--- config.mk ---
export PLATFORM = sky130hd
export DESIGN_NAME = wb_arbiter
export DESIGN_NICKNAME = d
export VERILOG_FILES = /design/src/verilog/fetch_pkg.sv /design/src/verilog/wb_arbiter.sv
export VERILOG_INCLUDE_DIRS = /design/src /design/src/verilog
export SDC_FILE = /design/constraint.sdc
export NUM_CORES = 1
export LEC_CHECK = 0
export ABC_CLOCK_PERIOD_IN_PS = 1460
export BUFFER_PORTS_ARGS = -buffer_cell sky130_fd_sc_hd__clkbuf_2
export CORE_AREA = 2 2 241 243
export CTS_CLUSTER_SIZE = 24
export DETAILED_ROUTE_END_ITERATION = 12
export DIE_AREA = 0 0 243 245
export GPL_ROUTABILITY_DRIVEN = 0
export GPL_TIMING_DRIVEN = 0
export PLACE_DENSITY = 0.36
export SLEW_MARGIN = 20
export SYNTH_ARGS = -nofsm -noshare
export SYNTH_HDL_FRONTEND = slang
export SYNTH_SLANG_ARGS = --single-unit
--- constraint.sdc ---
create_clock -name clk -period 1.46 [get_ports clk]
set_input_delay 0.292 -clock clk [delete_from_list [all_inputs] [get_ports clk]]
set_output_delay 0.292 -clock clk [all_outputs]
set_load 0.05 [all_outputs]
--- src/verilog/fetch_cfg.svh ---
`ifndef FETCH_CFG_SVH
`define FETCH_CFG_SVH

// pc and wishbone address width
`define FETCH_ADDR_W 64

// wishbone data width, one doubleword per beat
`define FETCH_DATA_W 64

// one uncompressed instruction
`define FETCH_INS_W 32

// on-chip ram size in doublewords
`define FETCH_RAM_DEPTH 256

// first fetch address after reset
`define FETCH_RESET_PC 64'h0

`endif

--- src/verilog/fetch_pkg.sv ---
`include "fetch_cfg.svh"

package fetch_pkg;

	// master to slave, wishbone classic
	typedef struct packed {
		logic [`FETCH_ADDR_W-1:0]   adr;
		logic [`FETCH_DATA_W-1:0]   dat_w;
		// one enable per byte lane
		logic [`FETCH_DATA_W/8-1:0] sel;
		logic                       we;
		logic                       cyc;
		logic                       stb;
	} wb_req_t;

	// slave to master
	typedef struct packed {
		// only meaningful while ack is high
		logic [`FETCH_DATA_W-1:0] dat_r;
		logic                     ack;
	} wb_rsp_t;

	// one fetched instruction for the next stage
	typedef struct packed {
		logic [`FETCH_ADDR_W-1:0] pc;
		// sequential successor, pc + 4
		logic [`FETCH_ADDR_W-1:0] snpc;
		logic [`FETCH_INS_W-1:0]  ins;
	} fetch_out_t;

	// branch redirect from the back end
	typedef struct packed {
		logic                     valid;
		logic [`FETCH_ADDR_W-1:0] target;
	} redirect_t;

	// load or store from execute
	typedef struct packed {
		// doubleword address, low bits ignored
		logic [`FETCH_ADDR_W-1:0]   addr;
		logic [`FETCH_DATA_W-1:0]   wdata;
		logic [`FETCH_DATA_W/8-1:0] sel;
		logic                       we;
	} data_req_t;

endpackage

--- src/verilog/wb_arbiter.sv ---
`include "fetch_cfg.svh"

module wb_arbiter (
	input  logic               clk,
	input  logic               reset,
	input  fetch_pkg::wb_req_t f_req,
	input  fetch_pkg::wb_req_t d_req,
	output fetch_pkg::wb_rsp_t f_rsp,
	output fetch_pkg::wb_rsp_t d_rsp,
	output fetch_pkg::wb_req_t m_req,
	input  fetch_pkg::wb_rsp_t m_rsp
);
	import fetch_pkg::*;

	// a master owns the bus
	logic locked_q;
	// owner is the data master
	logic gnt_d_q;

	logic keep_gnt;
	logic gnt_d;

	// owner keeps the bus as long as its cyc stays up
	assign keep_gnt = locked_q && (gnt_d_q ? d_req.cyc : f_req.cyc);

	// free bus goes to data first, else to fetch
	assign gnt_d = keep_gnt ? gnt_d_q : d_req.cyc;

	// request mux toward the slave
	assign m_req = gnt_d ? d_req : f_req;

	always_comb begin
		// read data is broadcast, ack is steered
		f_rsp.dat_r = m_rsp.dat_r;
		d_rsp.dat_r = m_rsp.dat_r;
		f_rsp.ack = m_rsp.ack && !gnt_d;
		d_rsp.ack = m_rsp.ack && gnt_d;
	end

	always_ff @(posedge clk) begin
		if (reset) begin
			locked_q <= 1'b0;
			gnt_d_q <= 1'b0;
		end else begin
			// lock follows the cyc of whoever is granted now
			locked_q <= m_req.cyc;
			gnt_d_q <= gnt_d;
		end
	end

	// ack goes back to the master whose request earned it
	a_ack_owner: assert property (@(posedge clk) disable iff (reset)
		m_rsp.ack |-> $past(m_req.cyc) && (gnt_d == $past(gnt_d)));

endmodule

-- Word level (Yosys, flattened, before mapping)
Index checks and enable logic that the tools add are counted.
- bits in registers: 2
- input port bits: 345
- word-level logic and storage cells: 9
- muxes and demuxes: 3
- reductions and logical operators: 4
- operator list (kind ; count):
    139-bit two-way mux ; 1
    1-bit logical AND ; 3
    1-bit two-way mux ; 2
    1-bit zero test ; 1

-- Logic depth before layout (Yosys ltp)
Gate-level depths: netlist (run 1).
- depth in word-level cells: 5
- mapped depth: 6
- gate-level depth less buffers: 2

-- Worst setup path before layout (run 1)
Ideal clock, no wire load.
- path kind: input -> output
- start: input port d_req[1] in the netlist's numbering
- end: output port f_rsp[0] in the netlist's numbering
- path slack: -0.731 ns
- arrival: 1.899 ns
- required time: 1.168 ns
- stages on the path: 4
- cells stage by stage: buf_4 buf_2 clkbuf_1 a21boi_0
- RTL lines (item ; RTL line ; RTL):
    start: declaration ; wb_arbiter.sv:7 ; input fetch_pkg::wb_req_t d_req,
    end: declaration ; wb_arbiter.sv:8 ; output fetch_pkg::wb_rsp_t f_rsp,

==> summary.md, run 1 <==
| Metric | Value |
|---|---|
| Layout area overhead | 117% |
| Die Span X | 243 um |
| P per Cell Area | 537 nW/um^2 |
| Routed Antenna Nets | 0 |
| Drt via density | 3.82 |
| GRT Total Usage | 11.6% |
| Post-Syn Instances | 783 |
| Initial antenna violation count | 3 |
| Worst slack, placed | -1.21 ns |
| Share of the synthesized area in the top cell type | 24.1% |
| RR Endpoint | gnt_d_q |
| Clk_lat worst skew | 0.23 ns |
| Die Area | 59500 um^2 |
| Root Buffer | clkbuf_16 |
| Kind of end point of the critical path | output pin |
| Hold_buf cts | 0 |
| WP data required | 1.17 ns |
| # IOs | 614 |
| RSZ-0062 raised after global routing | true |
| Max IR drop VDD | 0.430 mV |
| # Max-Cap Violations | 0 |
| Max FO, Critical Path | 9 |
| F_max | 0.496 GHz |
| Post-Synth Simple-Gate Area | 46.1% |
| Worst-Margin Slew | 0.575 ns |
| Kind of critical path | reg2out |
| Fin. max-slew vios | 0 |
| Top cells by instance count after synthesis | nand2_1, nand2b_1, nand4b_1 |
| Core Area | 57000 um^2 |
| Status | complete, but fails checks |
| Port Buffers | 547 |
| Failing checks | negative setup slack |
| Number of synthesized flops with an enable pin | 0 |
| Adder-cell share of the synthesized area | 0% |
| Synth async-reset ratio | 0% |
| Primary FF master, synth | dfxtp_1 |
| DP HPWL | 31200 um |
| Xor and xnor area share after synthesis | 0% |
| Reg2Reg Setup Slack | 0.20 ns |
| Post-route setup slack | -0.555 ns |
| Min-Delay Path Class | in2reg |
| Final-report hold violation count | 0 |
| Crit path DAT | 1.72 ns |
| Grt ovf | 0 |
| Critical path startpoint | gnt_d_q |
| Synth Net Count | 1128 |
| Number of global-route vias before repair | 8408 |
| FF+latch count, synth | 2 |
| Num rows | 88 |
| Multiplexer share of the synthesized area | 0% |
| Worst-path clk slew | 0.03 ns |
| Max clock buf depth | 2 |
| H-tree Lvls | 1 |
| Largest net degree at the start of global routing | 11 |
| Starting Density | 10.0% |
| DRT iter0 DRCs | 270 |
| Die height | 245 um |
| Net count, final | 1690 |
| Fin crit share | 138% |
| Seq/Total Area, Yosys | 0.701% |
| Crit path time final | 2.02 ns |
| Synth Area in Compound Gates | 27.9% |
| DR pass1 iterations | 5 |
| Yosys cell types | 19 |
| WL final | 38200 um |
| Wire length per cell | 18.1 um |
| Largest family of logic cells by synthesized area | simple AND/OR/NAND/NOR gates |
| Total CTS buffers | 3 |
| # clock sinks | 2 |
| CTS tree | built |
| Clock Skew | 0.00443 ns |
| Share of layout cells above drive strength 1 | 65.7% |
| Reg2Reg Launch Point | gnt_d_q |
| R2R depth | 5 |
| Post-synth top area cell | o211ai_2 |
| Mean Syn Cell Area | 7.30 um^2 |
| Leakage | 5.26 nW |
| Yosys Warn Count | 0 |
| Via count | 8051 |
| Global-route wire length before repair | 53300 um |
| Setup violators final | 140 |
| Critical Path End | m_req[61] |
| Top post-synthesis cells by area | o211ai_2, nand4b_1, buf_4 |
| Relative slew margins | 61.7% |
| Synthesized area | 5710 um^2 |
| Post-route DRC violation count | 0 |
| CP startpoint kind | flop |
| Final hold slack | 0.247 ns |
repair_timing:
action	CTS	global route
buffers inserted	3	0
gates cloned	1	7
pin swaps	5	9
setup endpoints to repair	141	140
gates resized for setup	345	121
flip-flops by register name (all words and copies together) (netlist names):
signal and cells:
locked_q 1, gnt_d_q 1
how the worst min path moves through the flow:
stage	endpoint	slack, ns	cells after the start	from
finish	gnt_d_q	0.25	2	reset
global route	locked_q	0.26	2	reset
CTS	gnt_d_q	0.25	2	reset
detailed placement	locked_q	0.48	2	reset
global placement	locked_q	0.47	2	reset
floorplan	locked_q	0.36	1	reset
logic make-up after synthesis:
group                  after synthesis
buffers and inverters              222
AOI/OAI and AO/OA                  139
DFF                                  2
and+or+nand+nor                    420
per-layer routing:
| layer | global-route usage, % | routed length (um) | up-vias |
|---|---|---|---|
| met5 | 0 | 25 | - |
| met2 | 22.6 | 20600 | 325 |
| met4 | 0.848 | 182 | 4 |
| li1 | - | - | 3824 |
| met3 | 2.23 | 2360 | 16 |
| met1 | 13.4 | 15000 | 3882 |
worst max-delay path, stage by stage (launching register included):
cell,delay (ns)
dfxtp_4,0.36
and3b_1,0.19
buf_6,0.15
buf_16,0.17
buf_16,0.17
o211ai_4,0.23
buf_8,0.18
area by class of cell:
cell class,instances,area (um^2)
Tap cell,765,957
Sequential cell,2,45.0
Timing Repair Buffer,558,4330
Buffer,221,1790
Multi-Input combinational cell,559,5200
Clock buffer,3,75.1
Fill cell,6441,44600
Antenna cell,1,2.50
where the power goes:
part           switching (W)   total, W  internal [W]  leakage (nW)
clock              0.0000765   0.000426      0.000350        0.0370
sequential        0.00000566  0.0000641     0.0000584        0.0175
combinational        0.00372    0.00617       0.00245          5.21
total                0.00380    0.00666       0.00286          5.26
per-stage QoR:
stage	cell area [um^2]	std cells	setup TNS (ns)	util (%)	total power, W
floorplan	6800	783	-37.03	-	0.00392
finish	12400	2109	-67.25	21.7	0.00666
global route	12400	2108	-76.94	21.7	0.00696
global placement	10500	2095	-152.63	18.4	0.00533
detailed placement	10500	2095	-116.22	18.4	0.00534
CTS	12000	2102	-73.10	21.1	0.00649
cells in the final DEF (no fill, tap or decap), types with 16 or more instances in the layout:
master	instances
nand2b_1	138
clkbuf_8	57
nand4b_1	138
o211ai_1	28
nand2_1	138
buf_8	75
clkbuf_2	438
buf_4	137
o211ai_4	110
clkbuf_16	16
Power figures use the tool's default switching activity.
==> run 2: changes to the inputs <==
--- a/config.mk
+++ b/config.mk
@@ -9,13 +9,14 @@
 export ABC_CLOCK_PERIOD_IN_PS = 1460
 export BUFFER_PORTS_ARGS = -buffer_cell sky130_fd_sc_hd__clkbuf_2
 export CORE_AREA = 2 2 241 243
+export CTS_BUF_LIST = sky130_fd_sc_hd__clkbuf_8
 export CTS_CLUSTER_SIZE = 24
 export DETAILED_ROUTE_END_ITERATION = 12
 export DIE_AREA = 0 0 243 245
 export GPL_ROUTABILITY_DRIVEN = 0
 export GPL_TIMING_DRIVEN = 0
 export PLACE_DENSITY = 0.36
-export SLEW_MARGIN = 20
+export SLEW_MARGIN = 25
 export SYNTH_ARGS = -nofsm -noshare
 export SYNTH_HDL_FRONTEND = slang
 export SYNTH_SLANG_ARGS = --single-unit
==> run 2 against run 1 <==
Against the previous run: the run still ends with negative setup slack left; sequential cell count is the same; clock power shrank 47%; total power shrank 3.4%; via count is essentially flat; fmax grew 0.42%; first-iteration DRC count shrank 6.7%; sequential share of layout area is essentially flat; largest power group unchanged; critical path depth is the same.
==> summary.md, run 2 (synthesized netlist as in run 1, its figures left out) <==
| Metric | Value |
|---|---|
| Status | complete, but fails checks (unchanged) |
| Failing checks | negative setup slack (unchanged) |
| Crit path time final | 2.01 ns (was 2.02 ns) |
| Die Area | 59500 um^2 (unchanged) |
| Fillers | 6452 (was 6441) |
| Clock Skew | 0.00513 ns (was 0.00443 ns) |
| WP data required | 1.17 ns (about the same) |
| Total CTS buffers | 3 (unchanged) |
| Worst-Margin Slew | 0.563 ns (was 0.575 ns) |
| # IOs | 614 (unchanged) |
| NetSw | 0.00377 W (was 0.00380 W) |
| Setup TNS | -65.72 ns (was -67.25 ns) |
| Port Buffers | 547 (unchanged) |
| CTS tree | built (unchanged) |
| Max FO, Critical Path | 9 (unchanged) |
| Sequential power share | 1.0% (about the same) |
| Regs by FF count | gnt_d_q: 1 flops, locked_q: 1 flops (unchanged) |
| Final hold slack | 0.261 ns (was 0.247 ns) |
| Clk_lat worst skew | 0.22 ns (was 0.23 ns) |
| Comb power frac | 95.5% (was 92.6%) |
| CP Cell Sequence | and3b_1 > buf_6 > buf_16 > buf_16 > o211ai_4 > buf_8 (unchanged) |
| Reg2Reg Launch Point | gnt_d_q (unchanged) |
| Relative slew margins | 62.5% (was 61.7%) |
| Register area | 45.0 um^2 (unchanged) |
| DRT iter0 DRCs | 252 (was 270) |
| H-tree Lvls | 1 (unchanged) |
| Post-route DRC violation count | 0 (unchanged) |
| Root Buffer | clkbuf_8 (was clkbuf_16) |
| Layout area overhead | 115% (was 117%) |
| DP HPWL | 31200 um (unchanged) |
| Starting Density | 10.0% (unchanged) |
| Multi-input logic area | 5190 um^2 (was 5200 um^2) |
| Share of layout cells above drive strength 1 | 65.7% (unchanged) |
| DR pass1 iterations | 5 (unchanged) |
| Post-route setup slack | -0.547 ns (was -0.555 ns) |
| F_max | 0.498 GHz (was 0.496 GHz) |
| Num rows | 88 (unchanged) |
| P per Cell Area | 523 nW/um^2 (was 537 nW/um^2) |
| Crit path DAT | 1.71 ns (was 1.72 ns) |
| Die height | 245 um (unchanged) |
| Grt ovf | 0 (unchanged) |
| Clock share of power | 3.5% (was 6.4%) |
| Kind of critical path | reg2out (unchanged) |
| Largest net degree at the start of global routing | 11 (unchanged) |
| Internal power | 0.00266 W (was 0.00286 W) |
| # Max-Cap Violations | 0 (unchanged) |
| Ant diodes | 0 (was 1) |
| CP startpoint kind | flop (unchanged) |
| Hold_sp | reset (unchanged) |
| Fin crit share | 137% (was 138%) |
| Initial antenna violation count | 2 (was 3) |
| Commonest non-fill, non-tap cell in the layout | clkbuf_2 (unchanged) |
| Routed Antenna Nets | 0 (unchanged) |
| GRT Total Usage | 11.6% (about the same) |
| Final-report hold violation count | 0 (unchanged) |
| WL final | 38200 um (about the same) |
| Slowest-stage cell, CP | dfxtp_4 (unchanged) |
| Commonest cells after routing, fill and taps aside | clkbuf_2, buf_4, nand2_1, nand4b_1, nand2b_1 (was clkbuf_2, nand2_1, nand4b_1, nand2b_1, buf_4) |
| RSZ-0062 raised after global routing | true (unchanged) |
| Min-Delay Path Class | in2reg (unchanged) |
| Setup violators final | 140 (unchanged) |
| Leakage | 5.23 nW (was 5.26 nW) |
| Net count, final | 1690 (unchanged) |
| Critical path startpoint | gnt_d_q (unchanged) |
| Number of global-route vias before repair | 8401 (was 8408) |
| Fin. max-slew vios | 0 (unchanged) |
| Via count | 8054 (was 8051) |
| Max IR drop VDD | 0.273 mV (was 0.430 mV) |
| Max clock buf depth | 2 (unchanged) |
| # clock sinks | 2 (unchanged) |
| Total Power | 0.00643 W (was 0.00666 W) |
| Wire length per cell | 18.1 um (about the same) |
| Core Area | 57000 um^2 (unchanged) |
| Most frequent CP cell | buf_16 (unchanged) |
| Die Span X | 243 um (unchanged) |
| Drt via density | 3.82 (about the same) |
| Sw frac | 58.6% (was 57.1%) |
| Worst-path clk slew | 0.03 ns (about the same) |
| Largest stage delay, worst path | 0.36 ns (about the same) |
| Kind of end point of the critical path | output pin (unchanged) |
| Global-route wire length before repair | 53200 um (was 53300 um) |
[run 2: worst paths after layout]
| check | to | slack [ns] | cells past startpoint |
|---|---|---|---|
| setup / recovery | m_req[61] | -0.55 | 6 |
| hold / removal | locked_q | 0.26 | 2 |
| setup reg to reg | gnt_d_q | 0.19 | 5 |
| hold reg to reg | gnt_d_q | 1.12 | 5 |
[run 2: final cells by class]
class,count,share of cell area [%]
buffer,221,14.5
sequential,2,0.366
clock buffer,3,0.336
timing repair buffer,558,34.8
tap,765,7.78
multi-input combinational,559,42.2
[run 2: power groups by stage]
stage / Clock, W / Combinational (W) / Sequential (W)
finish: 0.000227 / 0.00614 / 0.0000640
global route: 0.000240 / 0.00643 / 0.0000648
CTS: 0.000233 / 0.00596 / 0.0000621
detailed placement: 0 / 0.00528 / 0.0000617
global placement: 0 / 0.00527 / 0.0000615
floorplan: 0 / 0.00386 / 0.0000607
[run 2: metal layers]
metal	global-route usage (%)	part of all wire [%]
met5	0	0.058
met4	1.03	0.59
met3	2.24	6.0
met2	22.6	54
met1	13.4	39
[run 2: worst max-delay path: cells and delay by family (launching register included)]
family	cells	cell delay, ns
buffers and inverters	4	0.68
flip-flops	1	0.36
AO/OA/AOI/OAI	1	0.23
AND/OR/NAND/NOR	1	0.18
[run 2: metrics by stage]
step	cells	util (%)	instance area (um^2)	worst slack, ns
3_5_place_dp	2095	18.4	10500	-1.21
6_report	2108	21.6	12300	-0.547
4_1_cts	2102	20.8	11900	-0.639
3_3_place_gp	2095	18.4	10500	-1.49
5_1_grt	2108	21.6	12300	-0.605
2_1_floorplan	783	-	6800	-0.442
[run 2: timing repair]
item / in CTS / in global routing
endpoints found under the setup margin: 141 / 141
setup buffers: 3 / 0
cloned: 1 / 7
hold buffers: 0 / 0
resized for setup: 324 / 148
pin swaps: 3 / 9
