--- src/verilog/fetch_cfg.svh ---
`ifndef FETCH_CFG_SVH
`define FETCH_CFG_SVH

// pc and wishbone address width
`define FETCH_ADDR_W 64

// wishbone data width, one doubleword per beat
`define FETCH_DATA_W 64

// one uncompressed instruction
`define FETCH_INS_W 32

// on-chip ram size in doublewords
`define FETCH_RAM_DEPTH 256

// first fetch address after reset
`define FETCH_RESET_PC 64'h0

`endif

--- src/verilog/fetch_pkg.sv ---
`include "fetch_cfg.svh"

package fetch_pkg;

	// master to slave, wishbone classic
	typedef struct packed {
		logic [`FETCH_ADDR_W-1:0]   adr;
		logic [`FETCH_DATA_W-1:0]   dat_w;
		// one enable per byte lane
		logic [`FETCH_DATA_W/8-1:0] sel;
		logic                       we;
		logic                       cyc;
		logic                       stb;
	} wb_req_t;

	// slave to master
	typedef struct packed {
		// only meaningful while ack is high
		logic [`FETCH_DATA_W-1:0] dat_r;
		logic                     ack;
	} wb_rsp_t;

	// one fetched instruction for the next stage
	typedef struct packed {
		logic [`FETCH_ADDR_W-1:0] pc;
		// sequential successor, pc + 4
		logic [`FETCH_ADDR_W-1:0] snpc;
		logic [`FETCH_INS_W-1:0]  ins;
	} fetch_out_t;

	// branch redirect from the back end
	typedef struct packed {
		logic                     valid;
		logic [`FETCH_ADDR_W-1:0] target;
	} redirect_t;

	// load or store from execute
	typedef struct packed {
		// doubleword address, low bits ignored
		logic [`FETCH_ADDR_W-1:0]   addr;
		logic [`FETCH_DATA_W-1:0]   wdata;
		logic [`FETCH_DATA_W/8-1:0] sel;
		logic                       we;
	} data_req_t;

endpackage

--- src/verilog/lsu_port.sv ---
`include "fetch_cfg.svh"

module lsu_port (
	input  logic                     clk,
	input  logic                     reset,
	input  logic                     dreq_valid,
	input  fetch_pkg::data_req_t     dreq,
	output logic                     drsp_done,
	output logic [`FETCH_DATA_W-1:0] rdata,
	output fetch_pkg::wb_req_t       d_req,
	input  fetch_pkg::wb_rsp_t       d_rsp
);
	import fetch_pkg::*;

	// cycle on the bus
	logic busy_q;
	// request served, waiting for execute to drop dreq_valid
	logic wait_q;
	// captured request, held for the whole cycle
	data_req_t req_q;

	logic start;
	logic ack_hit;

	assign start = dreq_valid && !busy_q && !wait_q;
	assign ack_hit = busy_q && d_rsp.ack;

	always_comb begin
		// misaligned accesses are not supported
		d_req.adr = {req_q.addr[`FETCH_ADDR_W-1:3], 3'b000};
		d_req.dat_w = req_q.wdata;
		d_req.sel = req_q.sel;
		d_req.we = req_q.we;
		d_req.cyc = busy_q;
		d_req.stb = busy_q;
	end

	always_ff @(posedge clk) begin
		if (reset) begin
			busy_q <= 1'b0;
			wait_q <= 1'b0;
			drsp_done <= 1'b0;
		end else begin
			// one cycle pulse, the cycle after ack
			drsp_done <= ack_hit;
			if (start) begin
				busy_q <= 1'b1;
			end else if (ack_hit) begin
				busy_q <= 1'b0;
			end
			// the same request is still held during drsp_done
			if (ack_hit) begin
				wait_q <= 1'b1;
			end else if (!dreq_valid) begin
				wait_q <= 1'b0;
			end
		end
	end

	always_ff @(posedge clk) begin
		if (start) begin
			req_q <= dreq;
		end
		// read data, garbage for stores
		if (ack_hit) begin
			rdata <= d_rsp.dat_r;
		end
	end

endmodule

--- config.mk ---
export PLATFORM = sky130hd
export DESIGN_NAME = lsu_port
export DESIGN_NICKNAME = d
export VERILOG_FILES = /design/src/verilog/fetch_pkg.sv /design/src/verilog/lsu_port.sv
export VERILOG_INCLUDE_DIRS = /design/src /design/src/verilog
export SDC_FILE = /design/constraint.sdc
export NUM_CORES = 1
export LEC_CHECK = 0
export BUFFER_PORTS_ARGS = -buffer_cell sky130_fd_sc_hd__buf_4
export CORE_AREA = 2 2 157 159
export CTS_BUF_LIST = sky130_fd_sc_hd__clkbuf_16
export DETAILED_ROUTE_END_ITERATION = 8
export DIE_AREA = 0 0 159 161
export RECOVER_POWER = 100
export SLEW_MARGIN = 20
export SYNTH_ARGS = -nofsm -noshare
export SYNTH_HDL_FRONTEND = slang
export SYNTH_SLANG_ARGS = --single-unit
--- constraint.sdc ---
create_clock -name clk -period 13.05 [get_ports clk]
set_clock_uncertainty 0.05 [all_clocks]
set_input_delay 0.6525 -clock clk [delete_from_list [all_inputs] [get_ports clk]]
set_output_delay 0.6525 -clock clk [all_outputs]
set_load 0.02 [all_outputs]
After elaboration in Yosys (flattened, before gate mapping)
Index checks and enable logic that the tools add are counted.
{ "totals": {"output_inout_bits": 204, "word_cells": 19, "inputBits": 205, "reg_bits": 204} }
{ "classes": {"reduce_logical": 6, "n_mux": 4, "n_eq_ne": 1} }
{ "op_table": {"columns": ["cell", "n"], "rows": [
  ["2-to-1 mux 1 bit", 4],
  ["logical AND 1 bit", 3],
  ["zero test 1 bit", 2],
  ["!= test 2 x 1 -> 1 bit, second input constant", 1],
  ["nonzero test 2 bit", 1]
]} }

Longest topological paths before layout
Gate-level depths: netlist of the first run.
{ "depth": {"ltp_word": 4, "depth_mapped": 2, "mapped_depth_nobuf": 2} }

Worst setup path before layout of the first run
Ideal clock, no wire load.
{ "synth_timing": {"kind": "in2reg", "startpoint": "in dreq_valid", "endpoint": "reg req_q (netlist bit d_req[100]) (enable)", "cell_stages": 1, "required_ps": 12396, "setup_time_ps": 604, "path_slack_ps": 6669, "t_arrival_ps": 5727, "n_path_buf": 0, "cell_sequence": "nor3b_2"} }
{ "synth_between": {"elab_chain_cells": 2} }
{ "synth_lines": {"columns": ["element", "line", "source"], "rows": [
  ["start: declaration", "lsu_port.sv:6", "input logic dreq_valid,"],
  ["logical AND 1 bit (2 in a row)", "lsu_port.sv:25", "assign start = dreq_valid && !busy_q && !wait_q;"],
  ["end signal: assignment", "lsu_port.sv:62", "req_q <= dreq;"],
  ["end: declaration", "lsu_port.sv:20", "data_req_t req_q;"]
]} }
No other way between the ends.
A chain may end at the register's enable or synchronous reset.

Final worst setup path of the first run
{ "layout_timing": {"startpoint": "reg busy_q", "endpoint": "reg req_q (netlist bit d_req[54]) (enable)"} }
{ "layout_between": {"elab_chain_cells": 3} }
{ "layout_lines": {"columns": ["element", "line", "source"], "rows": [
  ["start: declaration", "lsu_port.sv:16", "logic busy_q;"],
  ["start signal: assignment", "lsu_port.sv:40", "busy_q <= 1'b0;"],
  ["start signal: assignment", "lsu_port.sv:47", "busy_q <= 1'b1;"],
  ["start signal: assignment", "lsu_port.sv:49", "busy_q <= 1'b0;"],
  ["zero test 1 bit", "lsu_port.sv:25", null],
  ["logical AND 1 bit (2 in a row)", "lsu_port.sv:25", null],
  ["net start", "lsu_port.sv:22", "logic start;"]
]} }
The timed path passes the listed nets, and every way through them passes these cells.

==> impl_metrics.py, run 1 <==
metrics = {
    "floorplan": {
        "dieArea_mm2": 0.0256,
        "core_mm2": 0.0240,
        "rows": 57,
        "start_util": 0.254,
        "die_h_um": 161,
        "io_pins": 409,
        "die_w_um": 159,
    },
    "timing": {
        "slew_headroom": -1.70,
        "fin_crit_sh": 0.540,
        "min_period_ns": 7.05,
        "finalSetupTns_ns": 0,
        "slew_violations": 189,
        "setup_viol": 0,
        "fin_ws_ns": 6.00,
        "max_clock_freq_mhz": 142,
        "rsz0062_at_grt": "no",
        "worst_slew_pin_slew_ns": 4.04,
        "hold_violations": 0,
    },
    "clock_tree": {
        "cts_setup_buffers": 0,
        "cts_hold_buf": 0,
        "cts_tree": "done",
        "clk_latency_ns": 0.49,
        "ctsResizeCount": 0,
        "clk_pin_slew_worst_paths_ns": 0.06,
        "cts_max_path_buffers": 3,
        "numCtsBuffers": 23,
        "cts-root-buf": "clkbuf_16",
        "numClockSinks": 201,
        "htree_levels": 1,
    },
    "hold_path": {
        "whs_endpoint": "drsp_done",
        "hp-start": "reset",
        "whs_path_depth": 2,
        "hold_path_class": "in -> reg",
    },
    "synthesis": {
        "mappedNetlistArea_mm2": 0.00610,
        "synth.distinct_cells": 11,
        "syn-instance-count": 215,
        "seq_area_frac_synth": 0.985,
        "synth.avg_cell_area_um2": 28.4,
        "synth_seq_cells": 201,
        "ys_warn_count": 0,
    },
    "power": {
        "cellPowerDensity_mw_per_mm2": 159,
        "ir_worst_vdd_mv": 0.0975,
        "p_leak_uw": 0.00346,
    },
    "setup_path": {
        "cp_max_fo": 77,
        "worstSetupEndpointType": "flop",
        "startpoint_type": "flop",
        "r2r-start": "busy_q",
        "timing.reg2reg.setup_slack_ns": 6.00,
        "r2r_end": "d_req[54]",
        "required_ns": 13.00,
        "reg2reg_depth": 3,
        "setup.worst_path.class": "reg -> reg",
        "cp.arrival_ns": 7.00,
    },
    "detailed_routing": {
        "ant_nets": 0,
        "post_drt_wl_per_cell_um": 16.5,
        "drtIter0Drc": 189,
        "routed-via-count": 3749,
        "dr.pass1.iters": 4,
        "drc": 0,
        "routed_wl_um": 16200,
        "viasPerCell": 3.82,
    },
    "final_layout": {
        "fin_nets": 847,
        "mostFrequentLayoutCells": "205 x clkbuf_1, 198 x edfxtp_1, 197 x clkbuf_4",
        "drive_above_1_share": 0.352,
        "final_common_cell": "clkbuf_1",
        "fin_util": 0.394,
        "fill_cells": 2323,
        "syn_to_final_growth_pct": 55.1,
    },
    "global_route": {
        "track_usage": 0.121,
        "antenna_found_initial": 2,
        "grt_first_pass_wirelength_um": 23700,
        "grt_pass1_vias": 4104,
        "grt_max_degree": 78,
        "gr-total-overflow": 0,
    },
    "place": {
        "pre_cts_ws_ns": 9.78,
        "place.gp.congestion": 0.717,
        "port_buffers": 402,
        "dp.final_hpwl_um": 12400,
    },
    "flow_run": {
        "drv_cap": 3,
    },
    "outcome": {
        "violations": "capacitance limit, slew limit",
        "status": "complete, but fails checks",
    },
}
-- worst max path at each step --
stage,start,cells past startpoint,slack [ns],to
4_1_cts,busy_q,3,10.13,d_req[131]
3_3_place_gp,dreq_valid,4,9.81,d_req[57]
3_5_place_dp,dreq_valid,4,9.78,d_req[131]
2_1_floorplan,dreq_valid,1,6.67,d_req[100]
5_1_grt,busy_q,3,5.23,d_req[73]
6_report,busy_q,3,6.00,d_req[54]
-- through the flow --
| stage | power (uW) | instance area, um2 | hold WS (ns) | std cells |
|---|---|---|---|---|
| after floorplan | 844 | 6100 | 0.392 | 217 |
| after global placement | 944 | 9520 | 0.437 | 941 |
| after detailed placement | 947 | 9520 | 0.447 | 941 |
| after CTS | 1560 | 10200 | 0.244 | 981 |
| after global routing | 1570 | 9450 | 0.264 | 982 |
| final | 1500 | 9450 | 0.281 | 982 |
-- final cells by class --
class,count,area [um2],area share
tap,324,405,0.0429
clock buffer,23,576,0.0609
antenna,1,2.50,0.000265
timing repair buffer,405,2270,0.240
inverter,1,3.75,0.000397
sequential,201,6010,0.635
clock inverter,17,138,0.0146
multi-input combinational,10,51.3,0.00543
-- critical path, stage by stage (launching register included) --
cell      delay, ns
dfxtp_1        0.35
nor3b_1        0.96
clkbuf_1       2.11
clkbuf_1       2.96
-- report_power, final --
| group | internal [uW] | total [uW] | switching, uW |
|---|---|---|---|
| combinational | 47.4 | 133 | 85.9 |
| clock | 359 | 600 | 241 |
| sequential | 759 | 768 | 8.90 |
| total | 1170 | 1500 | 336 |
-- state kept, by name (all words and copies together) (netlist names) --
name       cells
d_req        134
rdata         64
wait_q         1
drsp_done      1
busy_q         1
-- synthesized netlist by cell type --
cell type	number	area (um2)
o21ba_1	1	10.0
dfxtp_1	3	60.1
edfxtp_1	198	5950
buf_4	5	37.5
nor2_1	1	3.75
inv_1	1	3.75
nand2_1	2	7.51
nor2b_1	1	6.26
nor3b_2	1	12.5
a21oi_1	1	5.00
conb_1	1	3.75
-- cell families after synthesis --
family | after synthesis | share of synthesized area
AO/OA/AOI/OAI | 2 | 0.00246
buffers and inverters | 6 | 0.00677
flip-flops | 201 | 0.985
other | 1 | 0.000615
AND/OR/NAND/NOR | 5 | 0.00493
-- per-layer routing --
metal	up-vias	part of all wire	GRT usage
met5	-	0.0012	0
met4	2	0.025	0.0421
met3	31	0.14	0.0632
met2	266	0.50	0.210
met1	1734	0.34	0.126
li1	1716	-	-
(Power assumes the default switching activity.)
==> inputs of run 2 (changes only) <==
--- a/config.mk
+++ b/config.mk
@@ -6,6 +6,7 @@
 export SDC_FILE = /design/constraint.sdc
 export NUM_CORES = 1
 export LEC_CHECK = 0
+export ABC_AREA = 1
 export BUFFER_PORTS_ARGS = -buffer_cell sky130_fd_sc_hd__buf_4
 export CORE_AREA = 2 2 157 159
 export CTS_BUF_LIST = sky130_fd_sc_hd__clkbuf_16
==> constraint.sdc (replaced) <==
create_clock -name clk -period 5.74 [get_ports clk]
set_clock_uncertainty 0.05 [all_clocks]
set_input_delay 0.287 -clock clk [delete_from_list [all_inputs] [get_ports clk]]
set_output_delay 0.287 -clock clk [all_outputs]
set_load 0.02 [all_outputs]
==> run 2 against run 1 <==
Effect of this change:
- the flow now stops in clock tree synthesis
- synthesized cell count increased by 1.4%
- synthesized area about the same
==> impl_metrics.py, run 2 <==
metrics = {
    "floorplan": {
        "io_pins": 409,
        "die_w_um": 159,
        "die_h_um": 161,
        "rows": 57,
        "start_util": 0.254,
    },
    "clock_tree": {
        "cts_setup_buffers": 0,
        "htree_levels": 1,
        "cts_hold_buf": 198,
        "cts-root-buf": "clkbuf_16",
        "ctsResizeCount": 0,
        "numCtsBuffers": 23,
        "numClockSinks": 201,
        "cts_max_path_buffers": 3,
    },
    "place": {
        "dp.final_hpwl_um": 12700,
        "port_buffers": 402,
        "place.gp.congestion": 0.726,
    },
    "synthesis": {
        "synth_top_area_share": 0.976,
        "synth_seq_cells": 201,
        "synth_top_area_cell": "edfxtp_1",
        "synth_area_leaders": "edfxtp_1 98%, dfxtp_1 0.99%, buf_4 0.62%",
        "seq_area_frac_synth": 0.985,
        "async_flop_share": 0,
        "synth-edff-count": 198,
        "mappedNetlistArea_mm2": 0.00609,
        "ys_warn_count": 0,
        "synth.avg_cell_area_um2": 28.0,
        "synth.distinct_cells": 9,
        "synth.most_common_cell": "edfxtp_1",
        "synthTopCellsByCount": "198 x edfxtp_1, 5 x buf_4, 4 x nand2_1",
        "syn-instance-count": 218,
        "synthFlopType": "edfxtp_1",
    },
    "outcome": {
        "failed_stage": "clock tree synthesis",
        "error": "[ERROR RSZ-0060] Max buffer count reached.",
        "status": "stopped before the end",
    },
}
run 2: cell types whose count changed after synthesis:
cell,previous run,this run
nand2_1,2,4
nor2_1,1,2
nor3b_2,1,0
nor2b_1,1,0
a21oi_2,0,1
inv_1,1,3
o21ba_1,1,0
run 2: kinds of logic after synthesis:
logic type	synth area share
other cells	0.000615
flops	0.985
compound gates	0.00226
buf+inv	0.00801
simple gates	0.00370
run 2: per-stage QoR:
| stage | area [um2] | instances | setup slack [ns] |
|---|---|---|---|
| after floorplan | 6100 | 220 | 2.12 |
| after global placement | 9510 | 943 | 3.39 |
| after detailed placement | 9510 | 943 | 3.40 |
==> inputs of run 3 (changes only) <==
--- a/config.mk
+++ b/config.mk
@@ -8,10 +8,10 @@
 export LEC_CHECK = 0
 export ABC_AREA = 1
 export BUFFER_PORTS_ARGS = -buffer_cell sky130_fd_sc_hd__buf_4
-export CORE_AREA = 2 2 157 159
-export CTS_BUF_LIST = sky130_fd_sc_hd__clkbuf_16
+export CORE_AREA = 2 2 160 162
 export DETAILED_ROUTE_END_ITERATION = 8
-export DIE_AREA = 0 0 159 161
+export DIE_AREA = 0 0 162 164
+export PLACE_DENSITY_LB_ADDON = 0.15
 export RECOVER_POWER = 100
 export SLEW_MARGIN = 20
 export SYNTH_ARGS = -nofsm -noshare
==> constraint.sdc (replaced) <==
create_clock -name clk -period 7.5 [get_ports clk]
set_clock_uncertainty 0.05 [all_clocks]
set_input_delay 0.375 -clock clk [delete_from_list [all_inputs] [get_ports clk]]
set_output_delay 0.375 -clock clk [all_outputs]
set_load 0.02 [all_outputs]
==> run 3 against run 2 <==
Effect of this change:
- synthesized area is the same
- synthesized cell count stayed put
- the flow again stops in clock tree synthesis
==> impl_metrics.py, run 3 <==
metrics = {
    "outcome": {
        "status": "stopped before the end",
        "failed_stage": "clock tree synthesis",
        "error": "[ERROR RSZ-0060] Max buffer count reached.",
    },
    "synthesis": {
        "async_flop_share": 0,
        "synth_area_leaders": "edfxtp_1 98%, dfxtp_1 0.99%, buf_4 0.62%",
        "synthFlopType": "edfxtp_1",
        "synth-edff-count": 198,
        "synth.distinct_cells": 9,
        "synthTopCellsByCount": "198 x edfxtp_1, 5 x buf_4, 4 x nand2_1",
        "synth_top_area_cell": "edfxtp_1",
        "ys_warn_count": 0,
        "synth.avg_cell_area_um2": 28.0,
        "seq_area_frac_synth": 0.985,
        "synth_top_area_share": 0.976,
        "syn-instance-count": 218,
        "synth.most_common_cell": "edfxtp_1",
        "mappedNetlistArea_mm2": 0.00609,
        "synth_seq_cells": 201,
    },
    "place": {
        "pre_cts_ws_ns": 4.75,
        "place.gp.congestion": 0.749,
        "port_buffers": 402,
        "dp.final_hpwl_um": 13400,
        "placed_area_mm2": 0.00952,
    },
    "clock_tree": {
        "cts_max_path_buffers": 3,
        "numCtsBuffers": 23,
        "numClockSinks": 201,
        "htree_levels": 1,
        "cts_setup_buffers": 0,
        "cts-root-buf": "clkbuf_16",
        "ctsResizeCount": 0,
        "cts_hold_buf": 198,
    },
    "floorplan": {
        "rows": 58,
        "die_h_um": 164,
        "io_pins": 409,
        "start_util": 0.246,
        "die_w_um": 162,
    },
}
[run 3: cell counts after synthesis]
No cell type changed its count.
[run 3: through the flow]
step / utilization / instances / hold slack (ns)
after detailed placement: 0.384 / 950 / 0.395
after global placement: 0.384 / 950 / 0.395
after floorplan: - / 220 / 0.381
[run 3: kinds of logic after synthesis]
logic type | after synthesis | share of synthesized area
DFF | 201 | 0.985
other | 1 | 0.000615
AOI/OAI and AO/OA | 2 | 0.00226
buffers and inverters | 8 | 0.00801
and+or+nand+nor | 6 | 0.00370
