[src/verilog/fetch_cfg.svh]
`ifndef FETCH_CFG_SVH
`define FETCH_CFG_SVH

// pc and wishbone address width
`define FETCH_ADDR_W 64

// wishbone data width, one doubleword per beat
`define FETCH_DATA_W 64

// one uncompressed instruction
`define FETCH_INS_W 32

// on-chip ram size in doublewords
`define FETCH_RAM_DEPTH 256

// first fetch address after reset
`define FETCH_RESET_PC 64'h0

`endif

[src/verilog/fetch_pkg.sv]
`include "fetch_cfg.svh"

package fetch_pkg;

	// master to slave, wishbone classic
	typedef struct packed {
		logic [`FETCH_ADDR_W-1:0]   adr;
		logic [`FETCH_DATA_W-1:0]   dat_w;
		// one enable per byte lane
		logic [`FETCH_DATA_W/8-1:0] sel;
		logic                       we;
		logic                       cyc;
		logic                       stb;
	} wb_req_t;

	// slave to master
	typedef struct packed {
		// only meaningful while ack is high
		logic [`FETCH_DATA_W-1:0] dat_r;
		logic                     ack;
	} wb_rsp_t;

	// one fetched instruction for the next stage
	typedef struct packed {
		logic [`FETCH_ADDR_W-1:0] pc;
		// sequential successor, pc + 4
		logic [`FETCH_ADDR_W-1:0] snpc;
		logic [`FETCH_INS_W-1:0]  ins;
	} fetch_out_t;

	// branch redirect from the back end
	typedef struct packed {
		logic                     valid;
		logic [`FETCH_ADDR_W-1:0] target;
	} redirect_t;

	// load or store from execute
	typedef struct packed {
		// doubleword address, low bits ignored
		logic [`FETCH_ADDR_W-1:0]   addr;
		logic [`FETCH_DATA_W-1:0]   wdata;
		logic [`FETCH_DATA_W/8-1:0] sel;
		logic                       we;
	} data_req_t;

endpackage

[src/verilog/pc_gen.sv]
`include "fetch_cfg.svh"

module pc_gen (
	input  logic                     clk,
	input  logic                     reset,
	input  logic                     advance,
	input  fetch_pkg::redirect_t     redirect,
	output logic [`FETCH_ADDR_W-1:0] pc
);
	import fetch_pkg::*;

	// sequential step, one instruction
	localparam logic [`FETCH_ADDR_W-1:0] ins_step = 4;

	// registered fetch pc
	logic [`FETCH_ADDR_W-1:0] pc_q;

	// redirect seen between two advances
	redirect_t pend_q;

	// a pending redirect takes over the fetch address at once
	// so the next fetch goes straight to the target
	assign pc = pend_q.valid ? pend_q.target : pc_q;

	always_ff @(posedge clk) begin
		if (reset) begin
			pc_q <= `FETCH_RESET_PC;
			pend_q <= '0;
		end else if (advance) begin
			// fetch issued this cycle at pc
			if (redirect.valid) begin
				// that fetch is wrong path, ifetch drops it
				pc_q <= redirect.target;
			end else begin
				pc_q <= pc + ins_step;
			end
			// pending target consumed by this fetch
			pend_q.valid <= 1'b0;
		end else if (redirect.valid) begin
			// no fetch this cycle, keep newest target
			pend_q <= redirect;
		end
	end

endmodule

[config.mk]
export PLATFORM = sky130hd
export DESIGN_NAME = pc_gen
export DESIGN_NICKNAME = d
export VERILOG_FILES = /design/src/verilog/fetch_pkg.sv /design/src/verilog/pc_gen.sv
export VERILOG_INCLUDE_DIRS = /design/src /design/src/verilog
export SDC_FILE = /design/constraint.sdc
export NUM_CORES = 1
export LEC_CHECK = 0
export ABC_AREA = 0
export BUFFER_PORTS_ARGS = -buffer_cell sky130_fd_sc_hd__buf_2
export CORE_MARGIN = 3
export CORE_UTILIZATION = 51
export CTS_BUF_LIST = sky130_fd_sc_hd__clkbuf_8
export CTS_CLUSTER_SIZE = 40
export DETAILED_ROUTE_END_ITERATION = 12
export GPL_TIMING_DRIVEN = 0
export MAX_ROUTING_LAYER = met4
export PLACE_DENSITY = 0.77
export SLEW_MARGIN = 20
export SYNTH_ARGS = -nofsm -noshare
export SYNTH_HDL_FRONTEND = slang
export SYNTH_SLANG_ARGS = --single-unit
[constraint.sdc]
create_clock -name clk -period 3.6 [get_ports clk]
set_input_delay 0.72 -clock clk [delete_from_list [all_inputs] [get_ports clk]]
set_output_delay 0.72 -clock clk [all_outputs]
set_load 0.02 [all_outputs]
Yosys cells after proc, flatten, opt, wreduce, memory -nomap -nowiden
Index checks and enable logic that the tools add are counted.
Widths: inputs -> output; s select.
- register bits: 129
- logic and storage cells: 9
- $add $sub $neg: 1
- multiplexer cells: 2
- bitwise operators: 1
- reductions and logical operators: 2
- operators by type and width (operator ; count):
    $mux 64 ; 2
    $add 64x3->64 const B ; 1
    $reduce_and 2->1 ; 1
    $reduce_or 2->1 ; 1
    $not 1->1 ; 1

Logic depth before layout (Yosys ltp)
Gate-level depths: netlist of run 1.
- word-level depth: 3
- gate-level depth with buffers: 18

Worst setup path before layout of run 1
Ideal clock, no wire load.
- path type: register to register
- start: reg pend_q[64] (netlist name)
- end: reg pc_q[60]
- library setup time: 0.122 ns
- arrival time: 3.806 ns
- data required time: 3.478 ns
- path slack: -0.327 ns
- stages on the path, launching flop included: 18
- clock period less this slack: 3.927 ns
- cells stage by stage: dfxtp_1 -> buf_6 -> buf_4 -> buf_6 -> buf_4 -> buf_2 -> buf_4 -> buf_2 -> buf_2 -> mux2_2 -> ha_1 -> o211a_1 -> clkbuf_1 -> nand4_1 -> nor4_1 -> and4_1 -> nor3_1 -> a221o_1
- word-level cells in the longest chain between the ends: 3
- ends and longest elaborated chain (item ; line ; text):
    start, declared ; pc_gen.sv:19 ; redirect_t pend_q;
    start signal, assigned ; pc_gen.sv:41 ; pend_q <= redirect;
    $mux 64 ; pc_gen.sv:23 ; assign pc = pend_q.valid ? pend_q.target : pc_q;
    named net pc[3] ; pc_gen.sv:8 ; output logic [`FETCH_ADDR_W-1:0] pc
    $add 64x3->64 ; pc_gen.sv:35 ; pc_q <= pc + ins_step;
    $mux 64 ; pc_gen.sv:31 ; if (redirect.valid) begin
    end signal, assigned ; pc_gen.sv:27 ; pc_q <= `FETCH_RESET_PC;
    end signal, assigned ; pc_gen.sv:33 ; pc_q <= redirect.target;
    end signal, assigned ; pc_gen.sv:35 ;
    end, declared ; pc_gen.sv:16 ; logic [`FETCH_ADDR_W-1:0] pc_q;
The timed path passes the listed nets, and every way through them passes these cells.
A chain may end at the register's enable or synchronous reset.

Final worst setup path of run 1
- start: reg pend_q[64] (netlist name)
- end: reg pc_q[50]
- word-level cells in the longest chain between the ends: 3
- ends and longest elaborated chain (item ; line):
    $mux 64 ; pc_gen.sv:23
    $add 64x3->64 ; pc_gen.sv:35
    $mux 64 ; pc_gen.sv:31
Every way passes these cells.

==> results.yml, run 1 <==
outcome:
  status: "complete, no violations"
floorplan:
  die_y_um: 126
  initial_utilization: 0.526
  io_pins: 132
  rows: 43
  die_width_um: 126
  core_sq_um: 14000
  dieArea_sq_um: 15900
timing:
  hold_violations: 0
  min_period_ns: 3.45
  tightest_slew_ns: 1.03
  setup_viol: 0
  slew_headroom: 0.311
  fmaxAchievable_ghz: 0.290
  rsz0062_at_grt: "false"
  fin_tns_setup_ns: 0
  timing.final.crit_share: 0.957
  clock_skew_ns: 0.0115
  finalMaxSlewViolations: 0
grt:
  grt_pass1_wl_um: 39800
  antenna_found_initial: 0
  groute.usage.overall: 0.321
  grt_start_max_net_pins: 20
  grt_overflow: 0
  first_global_vias: 7663
clock_tree:
  cts_buffers: 17
  path_clk_slew_ns: 0.07
  root_buffer: "clkbuf_8"
  insertion_delay_ns: 0.46
  clk_path_buf_depth: 2
  numClockSinks: 129
  tritoncts: "yes"
  cts.htree.levels: 4
drt:
  drtPass1Iterations: 6
  detail-route-antenna-nets: 0
  routed_wl_um: 25200
  avgViaCountPerCell: 6.14
  drc_errors: 0
  drtIter0Drc: 1056
  num_vias: 7855
  wire_per_inst_um: 19.7
critical_path:
  ff2ff_setup_slack_ns: 0.15
  critPathCaptureType: "flop"
  critPathArrivalTime_ns: 3.77
  critPathMaxFanout: 19
  path_class: "flop to flop"
  r2r-start: "pend_q[64]"
  ff2ff_path_depth: 14
  crit_top_cell: "buf_8"
  required_ns: 3.93
  critPathMaxStageDelay_ns: 0.40
  regToRegEndpoint: "pc_q[50]"
  crit_slowest_cell: "nor4b_4"
  cp-start-kind: "flop"
  path_cells: "buf_12 > buf_8 > buf_6 > buf_8 > mux2_2 > ha_2 > o211a_1 > buf_4 > and4_2 > clkbuf_2 > nor4b_4 > nor2b_1 > xnor2_1 > o21ai_0"
power:
  swShare: 0.285
  power_frac_clock: 0.391
  net-switching-power_mw: 0.993
  max-vdd-ir-drop_mv: 0.262
  combinationalPowerShare: 0.158
  p_seq_frac: 0.452
  power.internal_mw: 2.49
  p_leak_nw: 3.41
  finalPower_mw: 3.48
  power_density_nw_per_um2: 396
layout:
  area_growth_pct: 19.6
  nFillCells: 1282
  fin_util: 0.629
  drive_above_1_share: 0.211
  finalNetCount: 1158
  regArea_sq_um: 2590
  multi_input_area_sq_um: 4440
  fin_cells: 1279
  design_area_sq_um: 8800
  num_antenna_cells: 0
run:
  maxCapViolCount: 0
yosys:
  netlist.area_leader.share: 0.351
  yosysTopAreaCell: "dfxtp_1"
  syn-mean-instance-area_sq_um: 7.83
  synth_area_sq_um: 7350
  synthArstFlopShare: 0
  synth_ff_type: "dfxtp_1"
  ys_warn_count: 0
  synthTopCellsByArea: "dfxtp_1 (35%), nand2_1 (9.7%), mux2_2 (6.1%)"
  synth_nets: 1008
  synth_seq_cells: 129
  synth_edf_count: 0
  synth_cell_types: 58
  ys_seq_area_frac: 0.351
  synthCells: 939
hold_path:
  hp-start: "pend_q[29]"
  hold_end: "pend_q[29]"
  worstHoldPathCells: 2
  hold_class: "flop to flop"
placed_design:
  place_congestion: 0.995
  portBuffers: 131
  post-dp-hpwl_um: 18100
  place_area_sq_um: 8250
  dp.cells: 1250
==> logic make-up after synthesis <==
| group | synth area share |
|---|---|
| compound gates | 0.199 |
| xor+xnor | 0.0655 |
| simple gates | 0.242 |
| buf+inv | 0.0514 |
| flops | 0.351 |
| mux | 0.0885 |
| fa+ha+maj | 0.00170 |
==> worst max path at each step <==
stage	slack, ns	end	start	cells after the start
after floorplan	0.02	pc_q[56]	pend_q[64]	17
after global placement	-1.07	pc_q[60]	pend_q[64]	17
after detailed placement	-1.14	pc_q[60]	pend_q[64]	17
after CTS	0.01	pc_q[56]	pend_q[64]	14
after global routing	0.04	pc_q[56]	pend_q[64]	13
final	0.15	pc_q[50]	pend_q[64]	14
==> registers in the layout, indices dropped and copies added (netlist names) <==
register / count
pc_q: 64
pend_q: 65
==> placed cells by master, fill, tap and decap left out, types with 11 or more instances in the layout <==
master / Yosys / routed
mux2_2: 40 / 39
xor2_1: 17 / 17
mux2i_1: 20 / 20
a22oi_1: 58 / 58
dfxtp_1: 129 / 128
clkbuf_8: 0 / 23
nor3_1: 13 / 12
a21oi_1: 73 / 73
nand3_1: 47 / 47
nor2_1: 34 / 34
clkbuf_1: 37 / 36
xnor2_1: 38 / 38
buf_2: 9 / 134
inv_1: 24 / 26
nand2_1: 191 / 191
nand4_1: 20 / 20
o21ai_0: 57 / 57
nand3b_1: 21 / 21
o211ai_1: 11 / 11
==> area by class of cell <==
| class | instances | share of cell area |
|---|---|---|
| flip-flops and latches | 129 | 0.294 |
| well taps | 180 | 0.0256 |
| clock inverters | 6 | 0.0119 |
| repair buffers | 136 | 0.0817 |
| inverters | 24 | 0.0102 |
| multi-input cells | 722 | 0.505 |
| clock buffers | 23 | 0.0360 |
| plain buffers | 59 | 0.0360 |
==> power groups by stage <==
stage | combinational (mW) | sequential (mW) | clock, mW
3_3_place_gp | 0.525 | 1.60 | 0
6_report | 0.549 | 1.57 | 1.36
4_1_cts | 0.544 | 1.57 | 1.35
2_1_floorplan | 0.347 | 1.58 | 0
5_1_grt | 0.594 | 1.58 | 1.40
3_5_place_dp | 0.532 | 1.60 | 0
==> worst max-delay path, delay by kind of cell, from the launching register on <==
kind	cells	cell delay, ns
DFF	1	0.39
and+or+nand+nor	3	0.87
buffers and inverters	6	1.19
AOI/OAI and AO/OA	2	0.24
adders and majority gates	1	0.22
muxes	1	0.21
xor gates and xnor gates	1	0.16
==> Yosys cell counts (4+ instances only) <==
library cell  number
nand4b_1           7
nor3_1            13
o21ai_1            5
clkbuf_1          37
nand3b_1          21
o211ai_1          11
nand4_1           20
nand2b_1           8
buf_4              5
dfxtp_1          129
buf_1              9
o22ai_1            5
nand2_1          191
xor2_1            17
nor2_1            34
a31oi_1            6
a211oi_1           4
nor2b_1            7
o21ai_0           57
mux2i_1           20
nand3_1           47
buf_2              9
a22oi_1           58
xnor2_1           38
inv_1             24
a21oi_1           73
mux2_2            40
==> per-stage QoR <==
| stage | hold WS, ns | worst slack, ns |
|---|---|---|
| 6_report | 0.459 | 0.154 |
| 4_1_cts | 0.459 | 0.0105 |
| 3_5_place_dp | 0.448 | -1.14 |
| 2_1_floorplan | 0.433 | 0.0227 |
| 3_3_place_gp | 0.442 | -1.07 |
| 5_1_grt | 0.481 | 0.0409 |
==> per-layer routing <==
layer | track usage | wire [um] | vias up
met2 | 0.484 | 11300 | 438
met4 | 0.167 | 1100 | 0
met1 | 0.409 | 10500 | 3675
li1 | - | - | 3644
met3 | 0.0611 | 2260 | 98
met5 | - | 0 | -
==> repair_timing <==
item,in CTS,in global routing
gates resized for setup,22,4
setup buffers,1,3
endpoints found under the setup margin,67,12
gates cloned,1,0
hold buffers,0,0
pin swaps,2,2
(Power assumes the default switching activity.)
==> run 2: changes to the inputs <==
- PLACE_DENSITY: 0.77 -> 0.74
- clock period: 3.6 -> 4.3 ns (I/O delays scaled with it)
==> run 2 against run 1 <==
- register-to-register slack better by 0.098 ns
- global-route usage down 0.33 points
- critical path type unchanged
- largest power group unchanged
- sequential cell count stayed put
- design area fell by 1.6%
- core utilization down 0.99 points
- sequential power is 16% lower
- combinational power down 18%
- non-clock buffer count is 3 lower
==> results.yml, run 2 (synthesis gave the netlist of run 1 again) <==
outcome:
  status: "complete, no violations"
hold_path:
  hold_class: "flop to flop"
power:
  p_leak_nw: 3.34
  combinationalPowerShare: 0.161
  power.internal_mw: 1.98
  power_frac_clock: 0.368
  p_seq_frac: 0.470
  power_density_nw_per_um2: 323
  swShare: 0.294
  net-switching-power_mw: 0.822
  finalPower_mw: 2.80
  max-vdd-ir-drop_mv: 0.213
timing:
  slew_headroom: 0.328
  timing.final.crit_share: 0.941
  setup_viol: 0
  rsz0062_at_grt: "false"
  fmaxAchievable_ghz: 0.247
  finalMaxSlewViolations: 0
  setup_slack_ns: 0.252
  tightest_slew_ns: 1.00
  min_period_ns: 4.05
  clock_skew_ns: 0.0105
  hold_violations: 0
run:
  maxCapViolCount: 0
placed_design:
  portBuffers: 131
  place_area_sq_um: 8240
  dp_slack_ns: -1.08
  post-dp-hpwl_um: 18200
  place_congestion: 0.944
clock_tree:
  cts.htree.levels: 4
  cts_buffers: 17
  insertion_delay_ns: 0.46
  numClockSinks: 129
  tritoncts: "yes"
  path_clk_slew_ns: 0.07
  root_buffer: "clkbuf_8"
  clk_path_buf_depth: 2
layout:
  final_cell_mix: "nand2_1 (191), buf_2 (133), dfxtp_1 (129)"
  final_common_cell: "nand2_1"
  design_area_sq_um: 8660
  nFillCells: 1333
  num_antenna_cells: 0
  largest_register_ffs: 65
  area_growth_pct: 17.7
  top_regs: "pend_q x65, pc_q x64"
  regArea_sq_um: 2580
  finalNetCount: 1155
  drive_above_1_share: 0.209
  multi_input_area_sq_um: 4430
  largest_register: "pend_q"
drt:
  num_vias: 7800
  avgViaCountPerCell: 6.11
  top_layer_used: "met4"
  met2_wirelength_um: 10900
  drc_errors: 0
  drtPass1Iterations: 5
  detail-route-antenna-nets: 0
  drt-met1-wl_um: 11000
  met3_length_um: 2240
  routed_wl_um: 24900
  drtIter0Drc: 980
  wire_per_inst_um: 19.5
floorplan:
  dieArea_sq_um: 15900
  die_width_um: 126
  initial_utilization: 0.526
  core_sq_um: 14000
  rows: 43
  die_y_um: 126
  io_pins: 132
grt:
  grt_start_max_net_pins: 20
  grt_overflow: 0
  first_global_vias: 7259
  groute.usage.overall: 0.317
  antenna_found_initial: 0
  grt_pass1_wl_um: 39100
critical_path:
  critPathMaxStageDelay_ns: 0.67
  cp-start-kind: "flop"
  critPathTopFamily: "buffers and inverters"
  path_class: "flop to flop"
  critPathMaxFanout: 19
  crit_slowest_cell: "or4_4"
  critPathBufInv: 6
  crit_top_cell: "buf_6"
  path_cells: "buf_6 > buf_4 > buf_6 > buf_6 > buf_6 > buf_4 > mux2_2 > ha_1 > o211a_4 > nand3_2 > or4_4 > nor4b_2 > xnor2_1 > o21ai_1"
  critPathCaptureType: "flop"
  critPathArrivalTime_ns: 4.38
  ff2ff_setup_slack_ns: 0.25
  required_ns: 4.63
## run 2: layout make-up
class / instances / share of cell area
multi-input combinational: 722 / 0.511
tap: 180 / 0.0260
inverter: 24 / 0.0104
clock inverter: 6 / 0.00621
sequential: 129 / 0.298
clock buffer: 24 / 0.0382
buffer: 60 / 0.0331
timing repair buffer: 132 / 0.0766
## run 2: worst paths after layout
kind / start / endpoint / cells after the start
worst max-delay path: pend_q[64] / pc_q[40] / 14
worst min-delay path: pend_q[29] / pend_q[29] / 2
worst max register to register: pend_q[64] / pc_q[40] / 14
worst min register to register: pend_q[29] / pend_q[29] / 2
## run 2: metrics by stage
step / hold WS, ns / util / cells / setup TNS (ns)
after floorplan: 0.433 / - / 939 / 0
after global placement: 0.441 / 0.589 / 1250 / -14.00
after detailed placement: 0.449 / 0.589 / 1250 / -13.57
after CTS: 0.458 / 0.618 / 1277 / 0
after global routing: 0.494 / 0.619 / 1277 / 0
final: 0.458 / 0.619 / 1277 / 0
## run 2: what timing repair did
item	CTS	global route
hold buffers	0	0
gates resized for setup	7	3
pin swaps	1	1
setup endpoints to repair	48	19
setup buffers	0	1
## run 2: power groups by stage
stage	sequential [mW]	clock, mW	combinational, mW
2_1_floorplan	1.32	0	0.289
3_3_place_gp	1.34	0	0.440
3_5_place_dp	1.34	0	0.445
4_1_cts	1.31	1.04	0.446
5_1_grt	1.32	1.09	0.490
6_report	1.32	1.03	0.452
## run 2: worst min-delay path, cell delays in order, from the launching register on
cell and delay (ns):
dfxtp_1 0.31, nand2_1 0.05, a21oi_1 0.05
## run 2: metal layers
metal / track usage / up-vias
li1: - / 3623
met1: 0.435 / 3691
met2: 0.462 / 433
met3: 0.0679 / 53
met4: 0.115 / 0
met5: - / -
